<file path="config.mk">
export PLATFORM = sky130hd
export DESIGN_NAME = proc_core
export DESIGN_NICKNAME = d
export VERILOG_FILES = /design/src/hdl/isa_pkg.sv /design/src/hdl/datapath_pkg.sv /design/src/hdl/lifo_stack.sv /design/src/hdl/fetch_unit.sv /design/src/hdl/instr_dec.sv /design/src/hdl/exec_unit.sv /design/src/hdl/proc_core.sv
export VERILOG_INCLUDE_DIRS = /design/src /design/src/include
export SDC_FILE = /design/constraint.sdc
export NUM_CORES = 1
export LEC_CHECK = 0
export BUFFER_PORTS_ARGS = -buffer_cell sky130_fd_sc_hd__buf_2
export CORE_MARGIN = 2
export CORE_UTILIZATION = 60
export DETAILED_ROUTE_END_ITERATION = 7
export PLACE_DENSITY = 0.84
export SLEW_MARGIN = 25
export SYNTH_ARGS = -nofsm -noshare
export SYNTH_HDL_FRONTEND = slang
export SYNTH_SLANG_ARGS = --single-unit
export TNS_END_PERCENT = 10
</file>
<file path="constraint.sdc">
create_clock -name clk -period 17.45 [get_ports clk]
set_input_delay 3.49 -clock clk [delete_from_list [all_inputs] [get_ports clk]]
set_output_delay 3.49 -clock clk [all_outputs]
set_load 0.005 [all_outputs]
</file>
<file path="src/include/core_cfg.svh">
// --------------------
// Core configuration
// Widths and stack depths of the accumulator core
// --------------------

`ifndef CORE_CFG_SVH
`define CORE_CFG_SVH

// Data path width
`define CORE_DATA_W 32

// Instruction word fields
`define CORE_OPCODE_W 7
`define CORE_OPERAND_W 9

// Address widths
`define CORE_IADDR_W 9
`define CORE_DADDR_W 9
`define CORE_IO_ADDR_W 2

// Entries in the return and data stacks
`define CORE_RSTACK_DEPTH 8
`define CORE_DSTACK_DEPTH 8

`endif

</file>
<file path="src/hdl/isa_pkg.sv">
// --------------------
// Instruction set
// Opcodes and instruction word layout
// --------------------

`include "core_cfg.svh"

package isa_pkg;

	// Unlisted codes decode as NOP
	typedef enum logic [`CORE_OPCODE_W-1:0] {
		NOP   = 0,
		LOD   = 1,
		SET   = 2,
		PSH   = 3,
		ADD   = 4,
		S_ADD = 5,
		AND   = 6,
		S_AND = 7,
		XOR   = 8,
		S_XOR = 9,
		INN   = 10,
		OUT   = 11,
		// Flow control, handled in fetch
		JMP   = 13,
		JIZ   = 14,
		CAL   = 15,
		RET   = 16
	} opcode_t;

	typedef logic [`CORE_OPERAND_W-1:0] operand_t;

	// Opcode in the upper bits
	typedef struct packed {
		opcode_t  opcode;
		operand_t operand;
	} instr_t;

endpackage

</file>
<file path="src/hdl/datapath_pkg.sv">
// --------------------
// Datapath types
// Data, address and control types plus port bundles
// --------------------

`include "core_cfg.svh"

package datapath_pkg;

	typedef logic [`CORE_DATA_W-1:0]    data_t;
	typedef logic [`CORE_IADDR_W-1:0]   iaddr_t;
	typedef logic [`CORE_DADDR_W-1:0]   daddr_t;
	typedef logic [`CORE_IO_ADDR_W-1:0] ioaddr_t;

	// ALU function; pass ops select one operand unchanged
	typedef enum logic [2:0] {
		PASS_ACC,
		PASS_IN,
		ADD,
		AND,
		XOR
	} alu_op_t;

	// Execute stage controls, registered by the decoder
	typedef struct packed {
		alu_op_t alu_op;
		logic    use_stack;
		logic    use_io;
		logic    acc_we;
		logic    dpush;
		logic    dpop;
		logic    mem_wr;
		logic    out_en;
		logic    req_in;
		daddr_t  daddr;
		ioaddr_t ioaddr;
	} ex_ctrl_t;

	// --------------------
	// External port bundles
	typedef struct packed {
		logic   wr;
		daddr_t addr_rd;
		daddr_t addr_wr;
		data_t  data_wr;
	} dmem_req_t;

	typedef struct packed {
		logic    req_in;
		ioaddr_t addr_in;
		logic    out_en;
		ioaddr_t addr_out;
	} io_req_t;

endpackage

</file>
<file path="src/hdl/lifo_stack.sv">
// --------------------
// LIFO stack
// Pointer plus register array, top of stack always visible
// --------------------

`timescale 1ns/1ps

module lifo_stack #(
	parameter int WIDTH = 32,
	parameter int DEPTH = 8
) (
	input  logic             clk,
	input  logic             rst,
	input  logic             push,
	input  logic             pop,
	input  logic [WIDTH-1:0] din,
	output logic [WIDTH-1:0] top
);

	localparam int PTR_W = (DEPTH > 1) ? $clog2(DEPTH) : 1;

	logic [WIDTH-1:0] mem [DEPTH];
	logic [PTR_W-1:0] ptr;
	logic [PTR_W-1:0] ptr_inc;
	logic [PTR_W-1:0] ptr_dec;

	// Wrap at DEPTH so non power of two sizes behave
	assign ptr_inc = (ptr == PTR_W'(DEPTH - 1)) ? '0 : ptr + 1'b1;
	assign ptr_dec = (ptr == '0) ? PTR_W'(DEPTH - 1) : ptr - 1'b1;

	// Push wins over pop
	always_ff @(posedge clk or posedge rst) begin
		if (rst)
			ptr <= '0;
		else if (push)
			ptr <= ptr_inc;
		else if (pop)
			ptr <= ptr_dec;
	end

	always_ff @(posedge clk) begin
		if (push)
			mem[ptr] <= din;
	end

	// Most recent entry sits just below the pointer
	assign top = mem[ptr_dec];

endmodule

</file>
<file path="src/hdl/fetch_unit.sv">
// --------------------
// Fetch unit
// Program counter, jump selection and return stack
// --------------------

`timescale 1ns/1ps

`include "core_cfg.svh"

module fetch_unit (
	input  logic                 clk,
	input  logic                 rst,
	input  isa_pkg::instr_t      instr,
	input  logic                 result_zero,
	output datapath_pkg::iaddr_t instr_addr,
	output isa_pkg::instr_t      dec_instr
);

	datapath_pkg::iaddr_t pc;
	datapath_pkg::iaddr_t rs_top;
	logic                 fetch_valid;
	logic                 is_jmp;
	logic                 is_jiz;
	logic                 is_cal;
	logic                 is_ret;
	logic                 take_jump;

	// Word on instr is stale until the first read after reset
	always_comb begin
		dec_instr = instr;
		if (!fetch_valid)
			dec_instr.opcode = isa_pkg::NOP;
	end

	assign is_jmp = (dec_instr.opcode == isa_pkg::JMP);
	assign is_jiz = (dec_instr.opcode == isa_pkg::JIZ);
	assign is_cal = (dec_instr.opcode == isa_pkg::CAL);
	assign is_ret = (dec_instr.opcode == isa_pkg::RET);

	// JIZ looks at the instruction currently in execute
	assign take_jump = is_jmp | is_cal | (is_jiz & result_zero);

	// --------------------
	// Next address, no bubble on a taken jump
	always_comb begin
		if (is_ret)
			instr_addr = rs_top;
		else if (take_jump)
			instr_addr = datapath_pkg::iaddr_t'(dec_instr.operand);
		else
			instr_addr = pc;
	end

	// PC always runs one ahead of the issued address
	always_ff @(posedge clk or posedge rst) begin
		if (rst) begin
			pc          <= '0;
			fetch_valid <= 1'b0;
		end else begin
			pc          <= instr_addr + 1'b1;
			fetch_valid <= 1'b1;
		end
	end

	// --------------------
	// Return addresses; pc already holds the address after the CAL
	lifo_stack #(
		.WIDTH ($bits(datapath_pkg::iaddr_t)),
		.DEPTH (`CORE_RSTACK_DEPTH)
	) rstack (
		.clk  (clk),
		.rst  (rst),
		.push (is_cal),
		.pop  (is_ret),
		.din  (pc),
		.top  (rs_top)
	);

endmodule

</file>
<file path="src/hdl/instr_dec.sv">
// --------------------
// Instruction decoder
// Opcode to execute controls, one register stage
// --------------------

`timescale 1ns/1ps

`include "core_cfg.svh"

module instr_dec (
	input  logic                   clk,
	input  logic                   rst,
	input  isa_pkg::instr_t        dec_instr,
	output datapath_pkg::ex_ctrl_t ex_ctrl,
	output datapath_pkg::daddr_t   rd_addr
);

	datapath_pkg::ex_ctrl_t ctrl_d;

	// Synchronous memory read is issued here so data lines up with execute
	assign rd_addr = datapath_pkg::daddr_t'(dec_instr.operand);

	always_comb begin
		ctrl_d        = '0;
		ctrl_d.alu_op = datapath_pkg::PASS_ACC;
		ctrl_d.daddr  = datapath_pkg::daddr_t'(dec_instr.operand);
		ctrl_d.ioaddr = dec_instr.operand[`CORE_IO_ADDR_W-1:0];

		case (dec_instr.opcode)
			isa_pkg::LOD: begin
				ctrl_d.alu_op = datapath_pkg::PASS_IN;
				ctrl_d.acc_we = 1'b1;
			end
			isa_pkg::SET: ctrl_d.mem_wr = 1'b1;
			isa_pkg::PSH: ctrl_d.dpush  = 1'b1;
			isa_pkg::ADD, isa_pkg::S_ADD: begin
				ctrl_d.alu_op = datapath_pkg::ADD;
				ctrl_d.acc_we = 1'b1;
			end
			isa_pkg::AND, isa_pkg::S_AND: begin
				ctrl_d.alu_op = datapath_pkg::AND;
				ctrl_d.acc_we = 1'b1;
			end
			isa_pkg::XOR, isa_pkg::S_XOR: begin
				ctrl_d.alu_op = datapath_pkg::XOR;
				ctrl_d.acc_we = 1'b1;
			end
			// io_in replaces acc as second operand
			isa_pkg::INN: begin
				ctrl_d.use_io = 1'b1;
				ctrl_d.acc_we = 1'b1;
				ctrl_d.req_in = 1'b1;
			end
			isa_pkg::OUT: ctrl_d.out_en = 1'b1;
			// Jumps live in fetch; anything else is a NOP
			default: ;
		endcase

		// Stack forms take the first operand from the data stack
		if (dec_instr.opcode == isa_pkg::S_ADD || dec_instr.opcode == isa_pkg::S_AND ||
		    dec_instr.opcode == isa_pkg::S_XOR) begin
			ctrl_d.use_stack = 1'b1;
			ctrl_d.dpop      = 1'b1;
		end
	end

	// --------------------
	// Decode to execute register
	always_ff @(posedge clk or posedge rst) begin
		if (rst)
			ex_ctrl <= '0;
		else
			ex_ctrl <= ctrl_d;
	end

endmodule

</file>
<file path="src/hdl/exec_unit.sv">
// --------------------
// Execute unit
// Operand muxes, ALU, accumulator and data stack
// --------------------

`timescale 1ns/1ps

`include "core_cfg.svh"

module exec_unit (
	input  logic                    clk,
	input  logic                    rst,
	input  datapath_pkg::ex_ctrl_t  ex_ctrl,
	input  datapath_pkg::data_t     mem_data_rd,
	input  datapath_pkg::data_t     io_in,
	output datapath_pkg::dmem_req_t dmem,
	output datapath_pkg::io_req_t   io,
	output logic                    result_zero
);

	datapath_pkg::data_t acc;
	datapath_pkg::data_t dtop;
	datapath_pkg::data_t in1;
	datapath_pkg::data_t in2;
	datapath_pkg::data_t alu_res;
	datapath_pkg::data_t acc_next;

	// --------------------
	// Operand select
	assign in1 = ex_ctrl.use_stack ? dtop : mem_data_rd;
	assign in2 = ex_ctrl.use_io ? io_in : acc;

	always_comb begin
		case (ex_ctrl.alu_op)
			datapath_pkg::PASS_IN: alu_res = in1;
			datapath_pkg::ADD:     alu_res = in1 + in2;
			datapath_pkg::AND:     alu_res = in1 & in2;
			datapath_pkg::XOR:     alu_res = in1 ^ in2;
			default:               alu_res = in2;
		endcase
	end

	// Value acc will hold after this cycle, used by JIZ in fetch
	assign acc_next    = ex_ctrl.acc_we ? alu_res : acc;
	assign result_zero = (acc_next == '0);

	always_ff @(posedge clk or posedge rst) begin
		if (rst)
			acc <= '0;
		else if (ex_ctrl.acc_we)
			acc <= alu_res;
	end

	// --------------------
	// Data stack, PSH pushes acc and the S_ ops pop
	lifo_stack #(
		.WIDTH ($bits(datapath_pkg::data_t)),
		.DEPTH (`CORE_DSTACK_DEPTH)
	) dstack (
		.clk  (clk),
		.rst  (rst),
		.push (ex_ctrl.dpush),
		.pop  (ex_ctrl.dpop),
		.din  (acc),
		.top  (dtop)
	);

	// Memory write side; read address is merged in at the top level
	assign dmem.wr      = ex_ctrl.mem_wr;
	assign dmem.addr_rd = '0;
	assign dmem.addr_wr = ex_ctrl.daddr;
	// Shared by SET and OUT
	assign dmem.data_wr = acc;

	// I/O strobes for the execute cycle
	assign io.req_in   = ex_ctrl.req_in;
	assign io.addr_in  = ex_ctrl.ioaddr;
	assign io.out_en   = ex_ctrl.out_en;
	assign io.addr_out = ex_ctrl.ioaddr;

endmodule

</file>
<file path="src/hdl/proc_core.sv">
// --------------------
// Processor core
// Fetch, decode and execute of the accumulator machine
// --------------------

`timescale 1ns/1ps

module proc_core (
	input  logic                    clk,
	input  logic                    rst,
	input  isa_pkg::instr_t         instr,
	output datapath_pkg::iaddr_t    instr_addr,
	input  datapath_pkg::data_t     mem_data_rd,
	output datapath_pkg::dmem_req_t dmem,
	input  datapath_pkg::data_t     io_in,
	output datapath_pkg::io_req_t   io
);

	isa_pkg::instr_t         dec_instr;
	datapath_pkg::ex_ctrl_t  ex_ctrl;
	datapath_pkg::daddr_t    rd_addr;
	datapath_pkg::dmem_req_t ex_dmem;
	logic                    result_zero;

	fetch_unit u_fetch (
		.clk         (clk),
		.rst         (rst),
		.instr       (instr),
		.result_zero (result_zero),
		.instr_addr  (instr_addr),
		.dec_instr   (dec_instr)
	);

	instr_dec u_dec (
		.clk       (clk),
		.rst       (rst),
		.dec_instr (dec_instr),
		.ex_ctrl   (ex_ctrl),
		.rd_addr   (rd_addr)
	);

	exec_unit u_exec (
		.clk         (clk),
		.rst         (rst),
		.ex_ctrl     (ex_ctrl),
		.mem_data_rd (mem_data_rd),
		.io_in       (io_in),
		.dmem        (ex_dmem),
		.io          (io),
		.result_zero (result_zero)
	);

	// Read address comes from decode, one stage ahead of the write side
	always_comb begin
		dmem         = ex_dmem;
		dmem.addr_rd = rd_addr;
	end

endmodule

</file>
==> results_dict.tcl, run 1 <==
set metrics [dict create \
    status "finished clean" \
    cp_slowest_cell "a221oi_1" \
    dp_hpwl_mm 44.8 \
    antenna_found_initial 1 \
    seqPwrFrac_pct 41.0 \
    r2r-end "u_fetch.pc[6]" \
    netlist_instances 1721 \
    clock_power_share_pct 29.9 \
    mostFrequentLayoutCells "edfxtp_1 (328), buf_2 (147), nor2_1 (119)" \
    synth_top_area_share_pct 47.8 \
    grt_max_degree 70 \
    cts-buffers-inserted 40 \
    power_switching_uw 1040 \
    vias 16400 \
    grtUsageTotal_pct 37.0 \
    root_buffer "clkbuf_16" \
    cts_tree "done" \
    clk_pin_slew_ns 0.06 \
    clock_path_buffers 3 \
    cap_violations 0 \
    r2r_setup_slack_ns 8.25 \
    grt_pass1_vias 15700 \
    crit_path_cell_trace "inv_2 > ha_2 > ha_2 > nand2b_1 > buf_4 > mux2i_1 > a221oi_1 > mux2_2 > ha_1 > a21oi_1 > a21boi_0 > o211ai_1 > a31oi_2 > mux2i_1 > nand2_1 > nor3_1 > or4bb_1 > a2111oi_4 > o21ai_0 > o21ai_1 > inv_1 > buf_2" \
    cts_resized 0 \
    die_w_microns 189 \
    slew_headroom_pct 23.6 \
    powerDensity_nw_per_um2 130 \
    postCtsHoldBufs 0 \
    fin_tns_setup_ns 0 \
    synthArstFlopShare_pct 16.8 \
    final_cell_area_sq_um 22900 \
    irDropWorstVdd_mv 0.104 \
    yosys-top-cells-area "edfxtp_1 (48%), dfrtp_1 (8.0%), mux2i_1 (3.5%), ha_1 (2.5%), o21ai_0 (2.4%)" \
    power.internal_uw 1930 \
    period_minus_slack_ns 12.62 \
    layout_commonest_cell "edfxtp_1" \
    worstReg2RegStart "u_exec.dstack.ptr[0]" \
    synth_top_cell_by_area "edfxtp_1" \
    wire_per_inst_microns 29.2 \
    clock-sinks 394 \
    hold_end "u_dec.ex_ctrl[16]" \
    top_level_ports 148 \
    maxSlewViolCount 0 \
    postCtsSetupRepairBufs 0 \
    yosysSeqAreaShare_pct 55.9 \
    place_congestion 0.986 \
    fin_crit_sh_pct 72.3 \
    switching_share_pct 35.0 \
    synth_flop_cell "edfxtp_1" \
    critPathCaptureType "output port" \
    critPathMaxFanout 34 \
    place_area_sq_um 21500 \
    ys_warn_count 0 \
    die_h_microns 189 \
    h-tree-depth 2 \
    clock_latency_ns 0.56 \
    rows 67 \
    final_nets 1930 \
    pwr-share-comb_pct 29.1 \
    areaGrowthSynthToFinish_pct 11.3 \
    avgSynthCellArea_sq_um 12.0 \
    worstHoldStart "u_fetch.fetch_valid" \
    start_util_pct 61.1 \
    worst_hold_path.num_cells 2 \
    drive_gt1_share_pct 20.0 \
    setup-violations-final 0 \
    wirelength_mm 66.6 \
    cp_data_required_time_ns 13.96 \
    ant_nets 0 \
    cp_slowest_stage_delay_ns 0.87 \
    synth_cell_type_count 105 \
    tightest_slew_ns 1.13 \
    synth_area_sq_um 20600 \
    rsz0062_at_grt "false" \
    dr.pass1.iters 6 \
    min_path_type "reg2reg" \
    drtIter0Drc 2392 \
    synth.net_count 1845 \
    synth-edff-count 328 \
    coreArea_sq_um 33700 \
    hold_viol_final 0 \
    synth_seq_cells 394 \
    leakage_uw 0.00838 \
    arrival_ns 9.13 \
    grt_overflow 0 \
    r2r_cells 26 \
    die_area_sq_um 35800 \
    critical_path_class "reg2out" \
    start_kind "flop" \
    grt_pass1_wl_mm 98.0 \
    drc 0 \
    max_freq_ghz 0.0792 \
    avgViaCountPerCell 7.16 \
    fin_skew_ns 0.0274 \
    portBuffers 147 \
]
power by group through the flow:
stage / clock [uW] / sequential [uW] / combinational (uW)
floorplan: 0 / 1180 / 587
global placement: 0 / 1220 / 815
detailed placement: 0 / 1230 / 831
CTS: 889 / 1210 / 839
global route: 923 / 1220 / 917
finish: 888 / 1220 / 866
per-stage QoR:
stage	hold slack [ns]	total power, uW	std cells	worst slack [ns]	util (%)
6_report	0.636	2970	2285	4.83	68.0
5_1_grt	0.654	3060	2284	4.49	68.0
4_1_cts	0.630	2940	2284	5.03	67.9
3_5_place_dp	0.618	2060	2212	5.31	63.9
3_3_place_gp	0.601	2040	2210	5.51	63.7
2_1_floorplan	0.539	1760	1721	6.45	-
critical path: cells and delay by family, from the launching register on:
family	cells	cell delay, ns
muxes	3	0.72
DFF	1	0.66
adders and majority gates	3	1.28
and+or+nand+nor	4	1.39
buffers and inverters	4	1.10
AOI/OAI and AO/OA	8	3.39
worst max path at each step:
stage / startpoint / to / depth (start not counted)
after floorplan: mem_data_rd[11] / instr_addr[2] / 16
after global placement: mem_data_rd[11] / instr_addr[2] / 17
after detailed placement: mem_data_rd[11] / instr_addr[2] / 17
after CTS: u_exec.dstack.ptr[0] / instr_addr[2] / 22
after global routing: u_exec.dstack.ptr[0] / instr_addr[2] / 22
final: u_exec.dstack.ptr[0] / instr_addr[2] / 22
cell usage after synthesis, drive strengths merged (7+ instances only):
master / count
edfxtp: 328
nor2: 129
nand2: 103
o21ai: 103
a21oi: 91
mux2i: 71
clkbuf: 69
buf: 68
dfrtp: 66
inv: 46
ha: 41
mux2: 39
nand3: 36
nor3: 34
o221ai: 28
mux4: 22
nor2b: 22
a211oi: 21
a221oi: 21
o22ai: 21
a22oi: 19
nand4: 18
nand2b: 17
a21o: 16
o21a: 16
o211ai: 14
a31oi: 13
and2: 13
and3: 13
a221o: 11
nor4: 11
o2bb2ai: 11
xnor2: 11
a2111oi: 9
o311ai: 9
xor2: 9
or2: 8
or3: 8
a211o: 7
a21boi: 7
a2bb2oi: 7
and3b: 7
nand3b: 7
o31ai: 7
sequential cells by signal, indices dropped and copies added (netlist names):
register,flops
u_fetch.pc,9
u_exec.dstack.mem,256
u_exec.dstack.ptr,3
u_fetch.fetch_valid,1
u_fetch.rstack.ptr,3
u_dec.ex_ctrl,18
u_fetch.rstack.mem,72
u_exec.acc,32
cell families after synthesis:
family / after synthesis / share of synthesized area, %
other cells: 1 / 0.0182
simple gates: 457 / 11.5
xor+xnor: 20 / 0.851
fa+ha+maj: 42 / 2.59
compound gates: 489 / 16.7
buf+inv: 186 / 4.44
mux: 132 / 8.01
flops: 394 / 55.9
per-layer routing:
metal | part of all wire, % | GRT usage (%) | vias up
met5 | 0 | 0 | -
met4 | 3.7 | 13.0 | 0
met3 | 14 | 9.82 | 187
met2 | 44 | 55.4 | 1325
met1 | 38 | 52.8 | 7970
li1 | - | - | 6871
final cells by class:
cell class,instances,area (sq um)
sequential,394,11500
fill,2398,10800
multi-input combinational,1141,8270
clock buffer,49,1080
timing repair buffer,180,1020
tap,448,561
clock inverter,23,279
inverter,49,184
antenna,1,2.50
No activity file was read; power rests on OpenSTA's default activity.
==> run 2, diff against run 1 <==
==> constraint.sdc (replaced) <==
create_clock -name clk -period 12.4 [get_ports clk]
set_input_delay 2.48 -clock clk [delete_from_list [all_inputs] [get_ports clk]]
set_output_delay 2.48 -clock clk [all_outputs]
set_load 0.005 [all_outputs]
==> run 2 against run 1 <==
- flip-flop and latch count unchanged
- first-iteration DRC count decreased by 10%
- critical path depth unchanged
- final cell count increased by 0.18%
- global-route usage increased by 0.57 points
- via count decreased by 0.76%
==> results_dict.tcl, run 2 (synthesis gave the netlist of run 1 again) <==
set metrics [dict create \
    drive_gt1_share_pct 19.8 \
    drtIter0Drc 2150 \
    grt_pass1_vias 15800 \
    final_nets 1935 \
    clk_pin_slew_ns 0.06 \
    rsz0062_at_grt "false" \
    worstSetupEndpoint "instr_addr[2]" \
    cts_tree "done" \
    dr.pass1.iters 6 \
    vias 16200 \
    cap_violations 0 \
    areaGrowthSynthToFinish_pct 11.1 \
    cts-buffers-inserted 40 \
    start_kind "flop" \
    grtUsageTotal_pct 37.6 \
    critPathMaxFanout 35 \
    max_flop_register "u_exec.dstack.mem" \
    maxSlewViolCount 0 \
    grt_max_degree 66 \
    irDropWorstVdd_mv 0.125 \
    cp_data_required_time_ns 9.92 \
    postCtsHoldBufs 0 \
    postCtsSetupRepairBufs 0 \
    critPathCaptureType "output port" \
    grt_pass1_wl_mm 99.7 \
    min_path_type "reg2reg" \
    cp-startpoint "u_exec.dstack.ptr[0]" \
    clock_latency_ns 0.56 \
    r2r-end "u_fetch.pc[8]" \
    critical_path_class "reg2out" \
    rows 67 \
    dp_hpwl_mm 45.8 \
    diodes 0 \
    antenna_found_initial 3 \
    h-tree-depth 2 \
    fin_tns_setup_ns 0 \
    start_util_pct 61.1 \
    die_area_sq_um 35800 \
    place_congestion 1.02 \
    clock_path_buffers 3 \
    arrival_ns 8.91 \
    leakage_uw 0.00837 \
    finalNonFillerCells 2289 \
    max_freq_ghz 0.0878 \
    grt_overflow 0 \
    drc 0 \
    dpl.cell_count 2217 \
    fin_skew_ns 0.0298 \
    r2r_setup_slack_ns 3.44 \
    avgViaCountPerCell 7.09 \
    coreArea_sq_um 33700 \
    worstReg2RegStart "u_exec.dstack.ptr[0]" \
    layout_commonest_cell "edfxtp_1" \
    clock-sinks 394 \
    mostFrequentLayoutCells "edfxtp_1 (328), buf_2 (148), nor2_1 (119)" \
    ant_nets 0 \
    tightest_slew_ns 1.10 \
    top_level_ports 148 \
    largest_reg_flops 256 \
    wirelength_mm 67.7 \
    hold_viol_final 0 \
    fin_crit_sh_pct 91.9 \
    status "finished clean" \
    die_h_microns 189 \
    setup-violations-final 0 \
    cts_resized 0 \
    root_buffer "clkbuf_16" \
    portBuffers 147 \
    powerDensity_nw_per_um2 180 \
    slew_headroom_pct 26.4 \
    die_w_microns 189 \
    r2r_cells 25 \
    wire_per_inst_microns 29.6 \
    period_minus_slack_ns 11.39 \
    reg_top3 "u_exec.dstack.mem (256), u_fetch.rstack.mem (72), u_exec.acc (32)" \
]
## run 2: per-layer routing
metal  vias up  routed length [microns]  track usage (%)  share of wire (%)
met5         -                       21                0              0.031
met4         4                     2350             13.4                3.5
met3       189                     9180             9.82                 14
met2      1256                    30500             57.0                 45
met1      7907                    25600             52.9                 38
li1       6873                        -                -                  -
## run 2: how the worst min path moves through the flow
stage / from / end / slack, ns / cells past startpoint
floorplan: u_fetch.pc[8] / u_fetch.rstack.mem[0][8] / 0.54 / 0
global placement: u_fetch.pc[7] / u_fetch.rstack.mem[1][7] / 0.58 / 0
detailed placement: u_fetch.pc[3] / u_fetch.rstack.mem[0][3] / 0.61 / 0
CTS: u_fetch.pc[3] / u_fetch.rstack.mem[0][3] / 0.62 / 0
global route: u_fetch.fetch_valid / u_dec.ex_ctrl[16] / 0.66 / 2
finish: u_fetch.fetch_valid / u_dec.ex_ctrl[16] / 0.64 / 2
## run 2: power breakdown
group	internal [uW]	switching, uW	total, uW
Combinational	436	796	1230
Sequential	1560	160	1720
Clock	648	519	1170
## run 2: through the flow
step	utilization (%)	setup WS (ns)	area, sq um	total power [uW]	hold slack, ns
after global routing	67.8	0.553	22900	4230	0.663
after CTS	67.8	1.17	22900	4050	0.625
after global placement	63.8	2.01	21500	2870	0.584
after detailed placement	64.2	1.84	21600	2900	0.610
final	67.8	1.01	22900	4120	0.640
after floorplan	-	3.42	20600	2480	0.539
## run 2: cell type report
| cell class | instances | area [sq um] |
|---|---|---|
| clock inverters | 15 | 135 |
| fillers | 2395 | 10800 |
| inverters | 49 | 184 |
| flip-flops and latches | 394 | 11500 |
| well taps | 448 | 561 |
| clock buffers | 57 | 1100 |
| multi-input cells | 1141 | 8270 |
| repair buffers | 185 | 1110 |
## run 2: worst max-delay path, stage by stage (launching register included)
cell and delay, ns:
dfrtp_2 0.71, inv_2 0.29, ha_2 0.94, buf_4 0.40, buf_4 0.32, inv_1 0.27
nor3_1 0.34, o32ai_1 0.13, a211o_1 0.37, fa_1 0.51, a21o_1 0.23, a221oi_1 0.50
o211ai_1 0.32, a31oi_2 0.42, mux2i_1 0.34, nand2_1 0.12, nor3_1 0.16, or4bb_1 0.46
a2111oi_4 0.56, o21ai_0 0.27, o21ai_1 0.47, inv_1 0.07, buf_2 0.14
